## src/verilog/pe_cfg_pkg.sv

```systemverilog
`default_nettype none

package pe_cfg_pkg;

	// Datapath widths
	localparam int FEATURE_W = 16;
	localparam int WEIGHT_W = 8;

	// Dot product is kept modulo 2^DP_W
	localparam int DP_W = 24;

	// Window accumulator width
	localparam int ACC_W = 30;

	// Features taken per beat
	localparam int LANES = 4;
	localparam int LANE_IDX_W = 2;

endpackage

`default_nettype wire

```

## src/verilog/pe_types_pkg.sv

```systemverilog
`default_nettype none

package pe_types_pkg;

	// Scalar words
	typedef logic [pe_cfg_pkg::FEATURE_W-1:0] feature_t;
	typedef logic [pe_cfg_pkg::WEIGHT_W-1:0] weight_t;

	// Per-row results
	typedef logic [pe_cfg_pkg::DP_W-1:0] dp_t;
	typedef logic [pe_cfg_pkg::ACC_W-1:0] acc_t;

	// One beat of features, lane 0 in the low bits
	typedef feature_t [pe_cfg_pkg::LANES-1:0] feature_vec_t;

	// Weights for all lanes of one row at one address
	typedef weight_t [pe_cfg_pkg::LANES-1:0] weight_vec_t;

endpackage

`default_nettype wire

```

## src/verilog/pe_weight_load_if.sv

```systemverilog
`default_nettype none

interface pe_weight_load_if #(
	parameter int ROWS = 3,
	parameter int WINDOW = 4
);

	localparam int ROW_W = (ROWS > 1) ? $clog2(ROWS) : 1;
	localparam int ADDR_W = (WINDOW > 1) ? $clog2(WINDOW) : 1;

	// One weight written per clock while wen is high
	logic wen;
	logic [ROW_W-1:0] row;
	logic [ADDR_W-1:0] addr;
	logic [pe_cfg_pkg::LANE_IDX_W-1:0] lane;
	pe_types_pkg::weight_t data;

	modport src (
		output wen, row, addr, lane, data
	);

	modport dst (
		input wen, row, addr, lane, data
	);

endinterface

`default_nettype wire

```

## src/verilog/pe_accumulator.sv

```systemverilog
`default_nettype none

module pe_accumulator #(
	parameter int ROWS = 3
) (
	input wire clk,
	input wire i_reset,
	input wire i_dp_valid,
	input wire i_dp_last,
	input wire pe_types_pkg::dp_t [ROWS-1:0] i_dp,
	output pe_types_pkg::acc_t [ROWS-1:0] o_result,
	output logic o_valid
);

	localparam int EXT_W = pe_cfg_pkg::ACC_W - pe_cfg_pkg::DP_W;

	pe_types_pkg::acc_t sum_q [ROWS];
	pe_types_pkg::acc_t total_c [ROWS];

	// Dot product is signed once it reaches the accumulator
	always_comb begin
		for (int r = 0; r < ROWS; r++) begin
			total_c[r] = sum_q[r] + {{EXT_W{i_dp[r][pe_cfg_pkg::DP_W-1]}}, i_dp[r]};
		end
	end

	always_ff @(posedge clk) begin
		if (i_reset) begin
			for (int r = 0; r < ROWS; r++) begin
				sum_q[r] <= '0;
			end
		end else if (i_dp_valid) begin
			for (int r = 0; r < ROWS; r++) begin
				// Next window starts from zero
				sum_q[r] <= i_dp_last ? '0 : total_c[r];
			end
		end
	end

	always_ff @(posedge clk) begin
		if (i_dp_valid && i_dp_last) begin
			for (int r = 0; r < ROWS; r++) begin
				o_result[r] <= total_c[r];
			end
		end
	end

	always_ff @(posedge clk) begin
		if (i_reset) begin
			o_valid <= 1'b0;
		end else begin
			o_valid <= i_dp_valid && i_dp_last;
		end
	end

endmodule

`default_nettype wire

```

## src/verilog/pe_dot_array.sv

```systemverilog
`default_nettype none

module pe_dot_array #(
	parameter int ROWS = 3
) (
	input wire clk,
	input wire i_reset,
	input wire i_beat,
	input wire i_last,
	input wire pe_types_pkg::feature_vec_t i_features,
	input wire pe_types_pkg::weight_vec_t [ROWS-1:0] i_weights,
	output logic o_dp_valid,
	output logic o_dp_last,
	output pe_types_pkg::dp_t [ROWS-1:0] o_dp
);

	localparam int PROD_W = pe_cfg_pkg::FEATURE_W + pe_cfg_pkg::WEIGHT_W;

	logic [PROD_W-1:0] prod_q [ROWS][pe_cfg_pkg::LANES];
	pe_types_pkg::dp_t sum_c [ROWS];
	logic beat_q;
	logic last_q;

	// Stage one, unsigned products
	always_ff @(posedge clk) begin
		for (int r = 0; r < ROWS; r++) begin
			for (int l = 0; l < pe_cfg_pkg::LANES; l++) begin
				prod_q[r][l] <= PROD_W'(i_features[l]) * PROD_W'(i_weights[r][l]);
			end
		end
	end

	// Lane sum wraps at DP_W bits
	always_comb begin
		for (int r = 0; r < ROWS; r++) begin
			sum_c[r] = '0;
			for (int l = 0; l < pe_cfg_pkg::LANES; l++) begin
				sum_c[r] = sum_c[r] + pe_cfg_pkg::DP_W'(prod_q[r][l]);
			end
		end
	end

	// Stage two
	always_ff @(posedge clk) begin
		for (int r = 0; r < ROWS; r++) begin
			o_dp[r] <= sum_c[r];
		end
	end

	always_ff @(posedge clk) begin
		if (i_reset) begin
			beat_q <= 1'b0;
			last_q <= 1'b0;
			o_dp_valid <= 1'b0;
			o_dp_last <= 1'b0;
		end else begin
			beat_q <= i_beat;
			last_q <= i_last;
			o_dp_valid <= beat_q;
			o_dp_last <= last_q;
		end
	end

endmodule

`default_nettype wire

```

## src/verilog/pe_forward_stage.sv

```systemverilog
`default_nettype none

module pe_forward_stage (
	input wire clk,
	input wire i_reset,
	input wire i_valid,
	input wire pe_types_pkg::feature_vec_t i_features,
	output pe_types_pkg::feature_vec_t o_features,
	output logic o_next_valid,
	output logic o_next_reset
);

	// Features hold their value while in reset
	always_ff @(posedge clk) begin
		if (!i_reset) begin
			o_features <= i_features;
		end
	end

	// Strobes for the next element in the chain, one cycle late
	always_ff @(posedge clk) begin
		o_next_valid <= i_valid;
		o_next_reset <= i_reset;
	end

endmodule

`default_nettype wire

```

## src/verilog/pe_sequencer.sv

```systemverilog
`default_nettype none

module pe_sequencer #(
	parameter int WINDOW = 4,
	localparam int ADDR_W = (WINDOW > 1) ? $clog2(WINDOW) : 1
) (
	input wire clk,
	input wire i_reset,
	input wire i_valid,
	output logic [ADDR_W-1:0] o_rd_addr,
	output logic o_beat,
	output logic o_last
);

	localparam logic [ADDR_W-1:0] LAST_IDX = ADDR_W'(WINDOW - 1);

	logic [ADDR_W-1:0] beat_idx;
	logic at_last;

	assign at_last = (beat_idx == LAST_IDX);

	// Memory is read with the index of the beat being sampled
	assign o_rd_addr = beat_idx;

	always_ff @(posedge clk) begin
		if (i_reset) begin
			beat_idx <= '0;
		end else if (i_valid) begin
			if (at_last) begin
				beat_idx <= '0;
			end else begin
				beat_idx <= beat_idx + 1'b1;
			end
		end
	end

	// Tags line up with the registered weight read
	always_ff @(posedge clk) begin
		if (i_reset) begin
			o_beat <= 1'b0;
			o_last <= 1'b0;
		end else begin
			o_beat <= i_valid;
			o_last <= i_valid && at_last;
		end
	end

endmodule

`default_nettype wire

```

## src/verilog/pe_top.sv

```systemverilog
`default_nettype none

module pe_top #(
	parameter int ROWS = 3,
	parameter int WINDOW = 4,
	localparam int ROW_W = (ROWS > 1) ? $clog2(ROWS) : 1,
	localparam int ADDR_W = (WINDOW > 1) ? $clog2(WINDOW) : 1
) (
	input wire clk,
	input wire i_reset,
	input wire i_valid,
	input wire pe_types_pkg::feature_vec_t i_features,

	// Weight load port
	input wire i_wt_wen,
	input wire [ROW_W-1:0] i_wt_row,
	input wire [ADDR_W-1:0] i_wt_addr,
	input wire [pe_cfg_pkg::LANE_IDX_W-1:0] i_wt_lane,
	input wire pe_types_pkg::weight_t i_wt_data,

	output pe_types_pkg::feature_vec_t o_features,
	output pe_types_pkg::acc_t [ROWS-1:0] o_result,
	output logic o_valid,
	output logic o_next_valid,
	output logic o_next_reset
);

	logic [ADDR_W-1:0] rd_addr;
	logic beat;
	logic last;
	pe_types_pkg::weight_vec_t [ROWS-1:0] weights;
	logic dp_valid;
	logic dp_last;
	pe_types_pkg::dp_t [ROWS-1:0] dp;

	pe_weight_load_if #(
		.ROWS(ROWS),
		.WINDOW(WINDOW)
	) wt_if ();

	assign wt_if.wen = i_wt_wen;
	assign wt_if.row = i_wt_row;
	assign wt_if.addr = i_wt_addr;
	assign wt_if.lane = i_wt_lane;
	assign wt_if.data = i_wt_data;

	pe_sequencer #(
		.WINDOW(WINDOW)
	) u_sequencer (
		.clk(clk),
		.i_reset(i_reset),
		.i_valid(i_valid),
		.o_rd_addr(rd_addr),
		.o_beat(beat),
		.o_last(last)
	);

	// Registered features also feed this element's dot array
	pe_forward_stage u_forward (
		.clk(clk),
		.i_reset(i_reset),
		.i_valid(i_valid),
		.i_features(i_features),
		.o_features(o_features),
		.o_next_valid(o_next_valid),
		.o_next_reset(o_next_reset)
	);

	pe_weight_mem #(
		.ROWS(ROWS),
		.WINDOW(WINDOW)
	) u_weight_mem (
		.clk(clk),
		.wt(wt_if.dst),
		.i_rd_addr(rd_addr),
		.o_weights(weights)
	);

	pe_dot_array #(
		.ROWS(ROWS)
	) u_dot_array (
		.clk(clk),
		.i_reset(i_reset),
		.i_beat(beat),
		.i_last(last),
		.i_features(o_features),
		.i_weights(weights),
		.o_dp_valid(dp_valid),
		.o_dp_last(dp_last),
		.o_dp(dp)
	);

	pe_accumulator #(
		.ROWS(ROWS)
	) u_accumulator (
		.clk(clk),
		.i_reset(i_reset),
		.i_dp_valid(dp_valid),
		.i_dp_last(dp_last),
		.i_dp(dp),
		.o_result(o_result),
		.o_valid(o_valid)
	);

endmodule

`default_nettype wire

```

## src/verilog/pe_weight_mem.sv

```systemverilog
`default_nettype none

module pe_weight_mem #(
	parameter int ROWS = 3,
	parameter int WINDOW = 4,
	localparam int ADDR_W = (WINDOW > 1) ? $clog2(WINDOW) : 1
) (
	input wire clk,
	pe_weight_load_if.dst wt,
	input wire [ADDR_W-1:0] i_rd_addr,
	output pe_types_pkg::weight_vec_t [ROWS-1:0] o_weights
);

	pe_types_pkg::weight_t mem [ROWS][WINDOW][pe_cfg_pkg::LANES];

	logic wr_in_range;

	// Rows or addresses past the end are dropped
	assign wr_in_range = (int'(wt.row) < ROWS) && (int'(wt.addr) < WINDOW);

	always_ff @(posedge clk) begin
		if (wt.wen && wr_in_range) begin
			mem[wt.row][wt.addr][wt.lane] <= wt.data;
		end
	end

	// All rows read the same address
	always_ff @(posedge clk) begin
		for (int r = 0; r < ROWS; r++) begin
			for (int l = 0; l < pe_cfg_pkg::LANES; l++) begin
				o_weights[r][l] <= mem[r][i_rd_addr][l];
			end
		end
	end

endmodule

`default_nettype wire
```

## config.mk

```make
export PLATFORM = sky130hd
export DESIGN_NAME = pe_top
export DESIGN_NICKNAME = d
export VERILOG_FILES = /design/src/verilog/pe_cfg_pkg.sv /design/src/verilog/pe_types_pkg.sv /design/src/verilog/pe_weight_load_if.sv /design/src/verilog/pe_accumulator.sv /design/src/verilog/pe_dot_array.sv /design/src/verilog/pe_forward_stage.sv /design/src/verilog/pe_sequencer.sv /design/src/verilog/pe_top.sv /design/src/verilog/pe_weight_mem.sv
export SDC_FILE = /design/constraint.sdc
export NUM_CORES = 2
export LEC_CHECK = 0
export BUFFER_PORTS_ARGS = -buffer_cell sky130_fd_sc_hd__clkbuf_2
export CAP_MARGIN = 20
export CELL_PAD_IN_SITES_DETAIL_PLACEMENT = 2
export CELL_PAD_IN_SITES_GLOBAL_PLACEMENT = 2
export CORE_ASPECT_RATIO = 0.75
export CORE_MARGIN = 4
export CORE_UTILIZATION = 40
export CTS_CLUSTER_SIZE = 24
export DETAILED_ROUTE_END_ITERATION = 10
export GPL_TIMING_DRIVEN = 0
export MAX_ROUTING_LAYER = met4
export PLACE_DENSITY = 0.83
export RECOVER_POWER = 25
export SLEW_MARGIN = 20
export SYNTH_ARGS = -nofsm -noshare
export SYNTH_HDL_FRONTEND = slang
export SYNTH_SLANG_ARGS = --single-unit
export TNS_END_PERCENT = 10
```

## constraint.sdc

```tcl
create_clock -name clk -period 15.6 [get_ports clk]
set_clock_uncertainty 0.1 [all_clocks]
set_input_delay 2.34 -clock clk [delete_from_list [all_inputs] [get_ports clk]]
set_output_delay 2.34 -clock clk [all_outputs]
set_load 0.1 [all_outputs]
```

; Word level (Yosys, flattened, before mapping)
; Memories as Yosys holds them, arrays and structs flattened.
; Cells that the tools add are included.
; W data, S select, Z words.
[word_totals]
reg_bits = 333
ram_bits = 762
word_cells = 105
memories = 3
[mem_list]
columns = memory, words, width, rd, rd_clocked_by_memory_dff, write_ports, line
row1 = u_weight_mem.mem, 3, 128, 3, 0, 1, pe_weight_mem.sv:14  ; pe_types_pkg::weight_t mem [ROWS][WINDOW][pe_cfg_pkg::LANES];
row2 = u_dot_array.prod_q, 3, 96, 3, 0, 3, pe_dot_array.sv:19  ; logic [PROD_W-1:0] prod_q [ROWS][pe_cfg_pkg::LANES];
row3 = u_accumulator.sum_q, 3, 30, 3, 0, 3, pe_accumulator.sv:17  ; pe_types_pkg::acc_t sum_q [ROWS];
[classes]
n_addsub = 13
mul = 12
magnitude_cmp = 6
eq_ne = 1
mux = 27
n_bitwise = 6
reduce_logical = 5
[ops]
columns = op, n
row1 = $mul A16 B8 Y24, 12
row2 = $mux W32, 7
row3 = $add A24 B24 Y24, 9
row4 = $bmux W32 S2, 3
row5 = $mux W30, 6
row6 = $mux W128, 1
row7 = $add A30 B30 Y30, 3
row8 = $demux W32 S2, 1
row9 = $demux W8 S2, 1
row10 = $ge A3 B3 Y1 const B, 3
row11 = $not A2 Y3, 3
row12 = $mux W8, 1
row13 = $lt A3 B1 Y1 const B, 2
row14 = $mux W1, 6
row15 = $logic_and A1 B1 Y1, 5
row16 = $or A1 B1 Y1, 3
row17 = $add A2 B1 Y2 const B, 1
row18 = $eq A2 B2 Y1 const B, 1
row19 = $lt A2 B2 Y1 const B, 1
row20 = $mux W2, 1

; Longest topological paths before layout
[depth]
depth_word = 8
depth_mapped = 21
ltp_nobuf = 19

; Modules after synthesis
; From an unflattened synthesis, not the netlist that was laid out.
[unflattened]
cells_unflattened = 8386
area_unflattened_um2 = 91186.2
[by_module_without_submodules]
columns = mod, instances, cells_per_inst, area_each_um2, seq_area_each_um2
row1 = pe_dot_array, 1, 6613, 61818.0, 7287.0
row2 = pe_weight_mem, 1, 670, 16146.7, 13452.9
row3 = pe_accumulator, 1, 1024, 11116.9, 5425.2
row4 = pe_forward_stage, 1, 67, 1965.6, 1961.9
row5 = pe_sequencer, 1, 12, 138.9, 80.1

; Worst setup path after synthesis
; No wires, ideal clock.
[synth_path]
kind = flip-flop to flip-flop
startpoint = reg u_forward.o_features[55] (netlist bit)
endpoint = mem u_dot_array.prod_q[1][23] (netlist bit)
arrival_ns = 5.433
required_ns = 15.428
setup_slack_ns = 9.995
stages_incl_launch_ff = 19
period_less_slack_ns = 5.605
cell_sequence = edfxtp_1 > clkbuf_1 > and2_1 > fa_1 > fa_1 > fa_1 > inv_1 > fa_1 > inv_1 > ha_1 > and3_4 > and3_1 > o211ai_1 > nand3_1 > o41a_1 > a2111oi_0 > o21bai_1 > a21oi_1 > xnor2_1
[synth_rtl]
columns = item, line
row1 = from (decl), pe_forward_stage.sv:8  ; output pe_types_pkg::feature_vec_t o_features,
row2 = from (signal assigned), pe_forward_stage.sv:16  ; o_features <= i_features;
row3 = to (decl), pe_dot_array.sv:19

==> flow_metrics.tcl <==
set metrics [dict create \
    cts_tree "built" \
    rr_worst_depth 17 \
    overflow 0 \
    cts_sinks 1095 \
    rows 150 \
    drt-total-wl_um 345000 \
    relSlewSlack_pct -106 \
    mostFrequentLayoutCells "and2_1 (1333), inv_1 (1245), fa_1 (1149), ha_1 (685), edfxtp_1 (628)" \
    clk_latency_ns 0.80 \
    grt_setup_unrepaired "false" \
    synthCells 8234 \
    setup_viol 0 \
    cts_root_buf "clkbuf_16" \
    die_width_um 556 \
    ant_nets 0 \
    status "finished with violations" \
    yosysWarnings 0 \
    clk_pin_slew_ns 0.07 \
    cts-buffers-inserted 117 \
    synthArstFlopShare_pct 0 \
    critical_path_required_ns 16.09 \
    synth.distinct_cells 81 \
    route.vias.total 64400 \
    wl_per_cell_um 29.4 \
    io_pins 239 \
    grt_use_total_pct 30.2 \
    cts.path.max_buffers 3 \
    grt_pass1_vias 73100 \
    postCtsHoldBufs 0 \
    setup_tns_ns 0 \
    cp-end-kind "flip-flop" \
    cp_max_fo 10 \
    startpoint_type "flip-flop" \
    core_area_um2 223000 \
    fmax_ghz 0.137 \
    avgSynthCellArea_um2 10.9 \
    hold_path_depth 1 \
    path_class "reg -> reg" \
    via_per_inst 5.48 \
    drt_first_pass_iters 6 \
    cts.repair.resized 0 \
    synth_ff_type "edfxtp_1" \
    tightest_slew_ns 3.10 \
    dp_hpwl_um 275000 \
    ys_ff_latch 1095 \
    synthesis.nets 10200 \
    min_period_over_period_pct 46.7 \
    cp_data_arrival_time_ns 7.77 \
    die_area_um2 233000 \
    first_iter_violations 5378 \
    rrSetupSlack_ns 8.32 \
    grt_max_degree 56 \
    drcViolationCount 0 \
    post-route-min-period_ns 7.28 \
    layout_commonest_cell "and2_1" \
    maxCapViolCount 7 \
    nets 10500 \
    violations "max-capacitance violations, max-slew violations" \
    drive_gt1_share_pct 6.50 \
    syn-cell-area_um2 90000 \
    htreeDepth 3 \
    fp.dieH_um 419 \
    min_path_type "reg -> reg" \
    finalHoldViolations 0 \
    slew_violations 301 \
    port_buffers 238 \
    synth_edf_count 628 \
    antenna_found_initial 61 \
    syn_to_final_growth_pct 10.4 \
    yosysSeqAreaShare_pct 31.3 \
    post-cts-setup-buffers 0 \
    place_congestion 0.920 \
    start_util_pct 40.3 \
    grt_pass1_wl_um 503000 \
]
-- flip-flops by register name, summed over array words and instances, names as in the netlist, 2 cells and up --
register,cells
u_forward.o_features,64
u_sequencer.o_rd_addr,2
u_dot_array.o_dp,72
u_dot_array.prod_q,288
u_weight_mem.o_weights,96
u_weight_mem.mem,384
u_accumulator.sum_q,90
u_accumulator.o_result,90
-- critical path, stage by stage (launching register included) --
cell and delay (ns):
edfxtp_1 0.71, clkbuf_1 0.82, nand2_1 0.18, fa_1 0.53, fa_1 0.55, inv_1 0.05
fa_1 0.48, inv_1 0.06, fa_1 0.50, inv_1 0.04, ha_1 0.37, a21boi_1 0.29
o21ai_1 0.17, a2111oi_1 0.57, nor2_1 0.26, o31ai_1 0.45, nor2_1 0.12, xnor2_1 0.79
-- cells in the mapped netlist, drive strengths merged, types with 96 or more instances --
master     n  area [µm²]
inv     1246        4680
a21oi    284        1430
o21ai    158         798
nand2    421        1580
ha       685        8570
fa      1149       23000
xor2      99         867
xnor2    260        2280
dfxtp    467        9350
clkbuf   266         998
mux4      96        2160
a21o     147        1100
nor2     258         968
and2    1369        8560
edfxtp   628       18900
-- final timing paths --
path | start | endpoint
worst max-delay path | u_forward.o_features[4] | u_dot_array.prod_q[2][93]
worst min-delay path | u_dot_array.beat_q | u_dot_array.o_dp_valid
worst max register to register | u_forward.o_features[4] | u_dot_array.prod_q[2][93]
worst min register to register | u_dot_array.beat_q | u_dot_array.o_dp_valid
-- metal layers --
layer | vias to the layer above | track usage (%) | share of wire (%)
li1 | 27400 | - | -
met1 | 34400 | 40.2 | 44
met2 | 2195 | 47.3 | 46
met3 | 483 | 5.26 | 6.8
met4 | 0 | 9.47 | 3.6
met5 | - | - | 0
-- kinds of logic after synthesis --
kind of cell | Yosys count | share of synthesized area, %
simple gates | 2419 | 14.8
fa+ha+maj | 1834 | 35.1
buf+inv | 1527 | 6.38
flops | 1095 | 31.3
compound gates | 898 | 6.48
xor+xnor | 359 | 3.49
mux | 102 | 2.47
-- per-stage QoR --
| step | cell area (µm²) | util, % | hold WS, ns | cells | setup WS [ns] |
|---|---|---|---|---|---|
| after floorplan | 90000 | - | 0.314 | 8234 | 9.99 |
| after global placement | 94900 | 42.5 | 0.320 | 11400 | 7.11 |
| after detailed placement | 95000 | 42.6 | 0.335 | 11400 | 8.61 |
| after CTS | 99100 | 44.4 | 0.349 | 11700 | 8.39 |
| after global routing | 99300 | 44.5 | 0.372 | 11700 | 8.12 |
| final | 99300 | 44.5 | 0.345 | 11800 | 8.32 |
-- area by class of cell --
cell class	count	area, µm²
antenna	94	235
fill	22900	124000
buffer	281	1060
tap	2964	3710
multi-input combinational	5612	56100
clock buffer	152	3320
clock inverter	71	776
timing repair buffer	241	1230
sequential	1095	28200
inverter	1246	4680
Power is not shown: default switching activity piles up to over one toggle a cycle in this logic, so the estimate is an artifact.
